===== src/verilog/riscv_isa_pkg.sv =====
`default_nettype none

package riscv_isa_pkg;

    localparam int XLEN = 64;  // Integer register width
    localparam int ILEN = 32;  // Instruction width

    // Major opcodes, bits [6:0]
    localparam logic [6:0] OPC_LUI    = 7'b0110111;
    localparam logic [6:0] OPC_AUIPC  = 7'b0010111;
    localparam logic [6:0] OPC_OP_IMM = 7'b0010011;  // ADDI SLLI SRLI
    localparam logic [6:0] OPC_OP     = 7'b0110011;  // ADD SUB SLT
    localparam logic [6:0] OPC_LOAD   = 7'b0000011;
    localparam logic [6:0] OPC_STORE  = 7'b0100011;
    localparam logic [6:0] OPC_JAL    = 7'b1101111;
    localparam logic [6:0] OPC_JALR   = 7'b1100111;
    localparam logic [6:0] OPC_BRANCH = 7'b1100011;
    localparam logic [6:0] OPC_SYSTEM = 7'b1110011;  // Only MRET decoded

    localparam logic [2:0] F3_ADD = 3'b000;  // Also ADDI and SUB
    localparam logic [2:0] F3_SLL = 3'b001;
    localparam logic [2:0] F3_SRL = 3'b101;
    localparam logic [2:0] F3_SLT = 3'b010;
    localparam logic [2:0] F3_LW  = 3'b010;
    localparam logic [2:0] F3_SW  = 3'b010;
    localparam logic [2:0] F3_BEQ = 3'b000;

    localparam logic [6:0] F7_SUB = 7'b0100000;

    localparam logic [ILEN-1:0] INSN_MRET = 32'h3020_0073;

    // Machine CSR indices
    localparam logic [11:0] CSR_MSTATUS = 12'h300;
    localparam logic [11:0] CSR_MTVEC   = 12'h305;
    localparam logic [11:0] CSR_MEPC    = 12'h341;
    localparam logic [11:0] CSR_MCAUSE  = 12'h342;

    localparam int MSTATUS_MIE  = 3;  // Global machine interrupt enable
    localparam int MSTATUS_MPIE = 7;  // MIE before trap entry

    // Interrupt flag in MSB, cause 11 = machine external
    localparam logic [XLEN-1:0] MCAUSE_M_EXT_IRQ = {1'b1, 63'd11};

    typedef struct packed {
        logic [6:0] funct7;
        logic [4:0] rs2;
        logic [4:0] rs1;
        logic [2:0] funct3;
        logic [4:0] rd;
        logic [6:0] opcode;
    } rv_r_t;

    typedef struct packed {
        logic [11:0] imm;  // imm[11:0], shamt in low 6 bits
        logic [4:0]  rs1;
        logic [2:0]  funct3;
        logic [4:0]  rd;
        logic [6:0]  opcode;
    } rv_i_t;

    typedef struct packed {
        logic [6:0] imm_11_5;
        logic [4:0] rs2;
        logic [4:0] rs1;
        logic [2:0] funct3;
        logic [4:0] imm_4_0;
        logic [6:0] opcode;
    } rv_s_t;

    typedef struct packed {
        logic       imm_12;
        logic [5:0] imm_10_5;
        logic [4:0] rs2;
        logic [4:0] rs1;
        logic [2:0] funct3;
        logic [3:0] imm_4_1;
        logic       imm_11;
        logic [6:0] opcode;
    } rv_b_t;

    typedef struct packed {
        logic [19:0] imm_31_12;
        logic [4:0]  rd;
        logic [6:0]  opcode;
    } rv_u_t;

    typedef struct packed {
        logic       imm_20;
        logic [9:0] imm_10_1;
        logic       imm_11;
        logic [7:0] imm_19_12;
        logic [4:0] rd;
        logic [6:0] opcode;
    } rv_j_t;

    // One IR word, read through every format at once
    typedef union packed {
        logic [ILEN-1:0] raw;
        rv_r_t r;
        rv_i_t i;
        rv_s_t s;
        rv_b_t b;
        rv_u_t u;
        rv_j_t j;
    } rv_insn_u;

endpackage

`default_nettype wire

===== src/verilog/rv_regfile.sv =====
`timescale 1ns/1ps
`default_nettype none

module rv_regfile import riscv_isa_pkg::*; (
    input  wire logic            clk,
    input  wire logic            reset,
    input  wire logic [4:0]      rs1_addr_i,
    input  wire logic [4:0]      rs2_addr_i,
    output logic      [XLEN-1:0] rs1_data_o,
    output logic      [XLEN-1:0] rs2_data_o,
    input  wire logic            we_i,
    input  wire logic [4:0]      waddr_i,
    input  wire logic [XLEN-1:0] wdata_i
);

    logic [XLEN-1:0] regs [32];

    // Combinational read ports
    assign rs1_data_o = regs[rs1_addr_i];
    assign rs2_data_o = regs[rs2_addr_i];

    always_ff @(posedge clk or negedge reset) begin
        if (!reset) begin
            for (int k = 0; k < 32; k++) begin
                regs[k] <= '0;  // Whole file cleared
            end
        end else if (we_i && (waddr_i != 5'd0)) begin  // x0 stays zero
            regs[waddr_i] <= wdata_i;
        end
    end

    // x0 hardwired, whatever execute sends on the write port
    a_x0_zero: assert property (@(posedge clk) disable iff (!reset)
        regs[0] == '0);

endmodule

`default_nettype wire


===== config.mk =====
export PLATFORM = sky130hd
export DESIGN_NAME = rv_regfile
export DESIGN_NICKNAME = d
export VERILOG_FILES = /design/src/verilog/riscv_isa_pkg.sv /design/src/verilog/rv_regfile.sv
export SDC_FILE = /design/constraint.sdc
export NUM_CORES = 2
export LEC_CHECK = 0
export BUFFER_PORTS_ARGS = -buffer_cell sky130_fd_sc_hd__buf_2
export CAP_MARGIN = 20
export CORE_MARGIN = 2
export CORE_UTILIZATION = 51
export CTS_BUF_LIST = sky130_fd_sc_hd__clkbuf_4 sky130_fd_sc_hd__clkbuf_8
export CTS_CLUSTER_SIZE = 40
export DETAILED_ROUTE_END_ITERATION = 8
export PLACE_DENSITY = 0.66
export SLEW_MARGIN = 20
export SYNTH_ARGS = -nofsm -noshare
export SYNTH_HDL_FRONTEND = slang
export SYNTH_SLANG_ARGS = --single-unit

===== constraint.sdc =====
create_clock -name clk -period 9 [get_ports clk]
set_clock_uncertainty 0.1 [all_clocks]
set_input_delay 1.8 -clock clk [delete_from_list [all_inputs] [get_ports clk]]
set_output_delay 1.8 -clock clk [all_outputs]
set_load 0.005 [all_outputs]

== After elaboration in Yosys (flattened, before gate mapping) ==
Cells that the tools add are included.
Word-level totals
  bits in registers: 2048
  input port bits: 82
  output and inout port bits: 128
  word-level logic and storage cells: 51
Operators by class
  order comparisons: 4
  multiplexer cells: 9
  bitwise operators: 3
  reductions and logical operators: 3
Operators by type and width (number)
  bitwise mux 2048 bit: 1
  binary-select mux 64 bit (select 5 bit): 2
  demux 64 bit (select 5 bit): 1
  2-to-1 mux 64 bit: 5
  >= comparator 6 bit (second input constant): 3
  NOT 5 -> 6 bit: 3
  < comparator 6 x 1 -> 1 bit (second input constant): 1
  nonzero test 5 bit: 1
  logical AND 1 bit: 2

== Depth between registers and ports, before layout ==
  depth in word-level cells: 6
  depth in mapped cells: 9
  depth with buffers taken out: 4

== Worst setup path after synthesis ==
OpenSTA, ideal clock, no wires.
  path type: input to output
  start point: input rs2_addr_i[1]
  end point: output rs2_data_o[24]
  data arrival time: 3.672 ns
  data required time: 7.100 ns
  setup slack: 3.428 ns
  stages: 6
  buffers on the path: 3
  cell sequence: buf_2 > buf_2 > clkbuf_1 > mux4_2 > mux4_2 > mux2_2
Between the ends
  word-level cells in the longest chain between the ends: 4
Ends and longest elaborated chain
  start: declaration: line rv_regfile.sv:8  | input wire logic [4:0] rs2_addr_i,
  NOT 5 -> 6 bit (implied by the code): line rv_regfile.sv:20  | assign rs2_data_o = regs[rs2_addr_i];
  binary-select mux 64 bit (select 5 bit): line rv_regfile.sv:20
  2-to-1 mux 64 bit (implied by the code) (2 in series): line rv_regfile.sv:20
  end: declaration: line rv_regfile.sv:10  | output logic [XLEN-1:0] rs2_data_o,
Every way passes these cells. The select of a mux whose other input is x is not followed.

== Final worst setup path ==
  start point: input rs2_addr_i[4]
  end point: output rs2_data_o[38]
Same word-level chain as after synthesis.

==> impl_metrics.env <==
export IMPL_status="finished clean"
export IMPL_port_buffers=209
export IMPL_tritoncts_num_buffers=366
export IMPL_synth_area_leaders="dfrtp_1 48%, mux4_2 24%, mux2_2 22%"
export IMPL_use_met1=0.411
export IMPL_worst_pin_slew_ps=1210
export IMPL_cts_sinks=2048
export IMPL_cpMostUsedCell="buf_4"
export IMPL_leakagePower_nw=51.5
export IMPL_cp_start_kind="input port"
export IMPL_power_density_nw_per_um2=227
export IMPL_peakVddDrop_uv=201
export IMPL_fin_nets=6533
export IMPL_fp_coreArea_sq_um=210000
export IMPL_drive_above_1_share=0.648
export IMPL_die_h_um=464
export IMPL_synth_yosys_warnings=0
export IMPL_fin_total_pwr_mw=27.0
export IMPL_fin_crit_sh=0.735
export IMPL_fin_hold_ws_ps=291
export IMPL_grt_ovfl_total=0
export IMPL_cts_resized=0
export IMPL_endpoint_kind="primary output"
export IMPL_antenna_found_initial=27
export IMPL_synth_top_cell_area_share=0.476
export IMPL_clockBufferDepth=4
export IMPL_hold_path_end="regs[1984]$_DFFE_PN0P_"
export IMPL_synth_edf_count=0
export IMPL_cts_tree="yes"
export IMPL_setup_tns_ps=0
export IMPL_top_usage_layer="met2"
export IMPL_wl_per_cell_um=33.9
export IMPL_vias=64000
export IMPL_rsz0062_at_grt="no"
export IMPL_viasPerCell=6.73
export IMPL_arrival_ps=4720
export IMPL_fin_ws_ps=2380
export IMPL_initial_utilization=0.513
export IMPL_place_worst_setup_slack_ps=2290
export IMPL_reg_top3="regs (2048)"
export IMPL_cap_violations=0
export IMPL_cp_required_ps=7100
export IMPL_die_width_um=464
export IMPL_htree_levels=5
export IMPL_num_io_pins=210
export IMPL_ctsHoldBuffers=0
export IMPL_drt_initial_drc_count=5672
export IMPL_cp_slowest_cell="buf_4"
export IMPL_fin_crit_ps=6620
export IMPL_largest_reg_flops=2048
export IMPL_reg2reg_setup_slack_ps=8100
export IMPL_synth_ff_type="dfrtp_1"
export IMPL_synth_area_sq_um=108000
export IMPL_synth_cells=6481
export IMPL_r2r_start="regs[1067]$_DFFE_PN0P_"
export IMPL_layout_common_cells="2149 x mux2_2, 2048 x dfrtp_1, 1160 x mux4_2, 472 x clkbuf_8, 198 x buf_2"
export IMPL_hp_class="reg -> reg"
export IMPL_largest_register="regs"
export IMPL_gp_congestion=0.786
export IMPL_min_from="regs[1984]$_DFFE_PN0P_"
export IMPL_drtAntennaViolNets=0
export IMPL_syn_area_per_cell_sq_um=16.6
export IMPL_async_flop_share=1.00
export IMPL_synth_seq_area_share=0.476
export IMPL_grt_max_degree=184
export IMPL_synth_ff_latch_count=2048
export IMPL_crit_chain="clkbuf_8 > buf_4 > buf_4 > mux4_2 > mux2_2 > buf_2"
export IMPL_dieArea_sq_um=215000
export IMPL_max_slew_margin=0.191
export IMPL_grt_pass1_vias=67800
export IMPL_synth_cell_types=32
export IMPL_track_usage=0.302
export IMPL_synth_fp_nets=6563
export IMPL_post_cts_setup_buffers=0
export IMPL_clk_pin_slew_ps=50
export IMPL_path_max_fanout=25
export IMPL_final_common_cell="mux2_2"
export IMPL_crit_type="in -> out"
export IMPL_max_freq_mhz=151
export IMPL_row_count=168
export IMPL_slew_viol_final=0
export IMPL_synthToLayoutAreaGrowth_pct=10.3
export IMPL_r2r_cells=1
export IMPL_routed_wl_mm=322
export IMPL_drc_errors=0
export IMPL_hold_violations=0
export IMPL_use_met2=0.491
export IMPL_synth_top_area_cell="dfrtp_1"
export IMPL_min_path_cells=0
export IMPL_grtUsageMet3=0.0499
export IMPL_rr_endpoint="regs[1067]$_DFFE_PN0P_"
export IMPL_dp_hpwl_mm=177
export IMPL_max_stage_delay_ps=730
export IMPL_insertion_delay_ps=1020
export IMPL_dr_pass1_iters=5
export IMPL_setup_violations_final=0
export IMPL_grt_pass1_wl_mm=477
export IMPL_clockRootBuffer="clkbuf_8"
==> layout make-up <==
| type | instances | area (sq um) |
|---|---|---|
| diodes | 19 | 47.5 |
| clock buffers | 576 | 7260 |
| clock inverters | 36 | 370 |
| fillers | 16500 | 91000 |
| multi-input cells | 3662 | 53400 |
| flip-flops and latches | 2048 | 51200 |
| well taps | 2805 | 3510 |
| repair buffers | 373 | 2950 |
==> worst max-delay path: cells and delay by family <==
| family | cells | cell delay [ps] |
|---|---|---|
| multiplexers | 2 | 940 |
| buffers and inverters | 4 | 1840 |
==> worst max-delay path by stage <==
stage | startpoint | to | slack (ps)
finish | rs2_addr_i[4] | rs2_data_o[38] | 2380
detailed placement | rs1_addr_i[1] | rs1_data_o[19] | 2290
floorplan | rs2_addr_i[1] | rs2_data_o[24] | 3430
global placement | rs1_addr_i[1] | rs1_data_o[19] | 2250
global route | rs2_addr_i[0] | rs2_data_o[59] | 2240
CTS | rs1_addr_i[1] | rs1_data_o[19] | 2280
==> synth_stat cells, types with 8 or more instances <==
cell and instances:
buf_4 27, nor2_1 16, mux2i_1 151, a221oi_1 40, buf_1 34, o22ai_1 48
dfrtp_1 2048, mux2_2 2149, mux4_2 1160, o22a_1 9, nand2_1 18, clkbuf_1 529
o21ai_0 11, nor2b_1 14, buf_2 174, a221o_1 8
==> metrics by stage <==
| stage | instance area (sq um) | utilization | cells |
|---|---|---|---|
| CTS | 119000 | 0.566 | 9500 |
| floorplan | 108000 | - | 6481 |
| finish | 119000 | 0.566 | 9519 |
| global route | 119000 | 0.566 | 9509 |
| detailed placement | 111000 | 0.530 | 8888 |
| global placement | 111000 | 0.529 | 8886 |
==> power by group <==
group	total [mW]	internal, mW	switching (mW)
Sequential	12.2	11.0	1.27
Combinational	5.50	3.49	2.01
Clock	9.22	5.27	3.95
==> kinds of logic after synthesis <==
family                 count (synthesis)  synth area share
AO/OA/AOI/OAI                        126           0.00868
buffers and inverters                771            0.0303
flip-flops                          2048             0.476
multiplexers                        3460             0.481
AND/OR/NAND/NOR                       76           0.00373
==> per-layer routing <==
metal  share of wire  vias up
met5         0.00021        -
met3           0.060      703
met4           0.041       10
li1                -    25400
met1            0.41    35500
met2            0.49     2395
No activity file was read; power rests on OpenSTA's default activity.
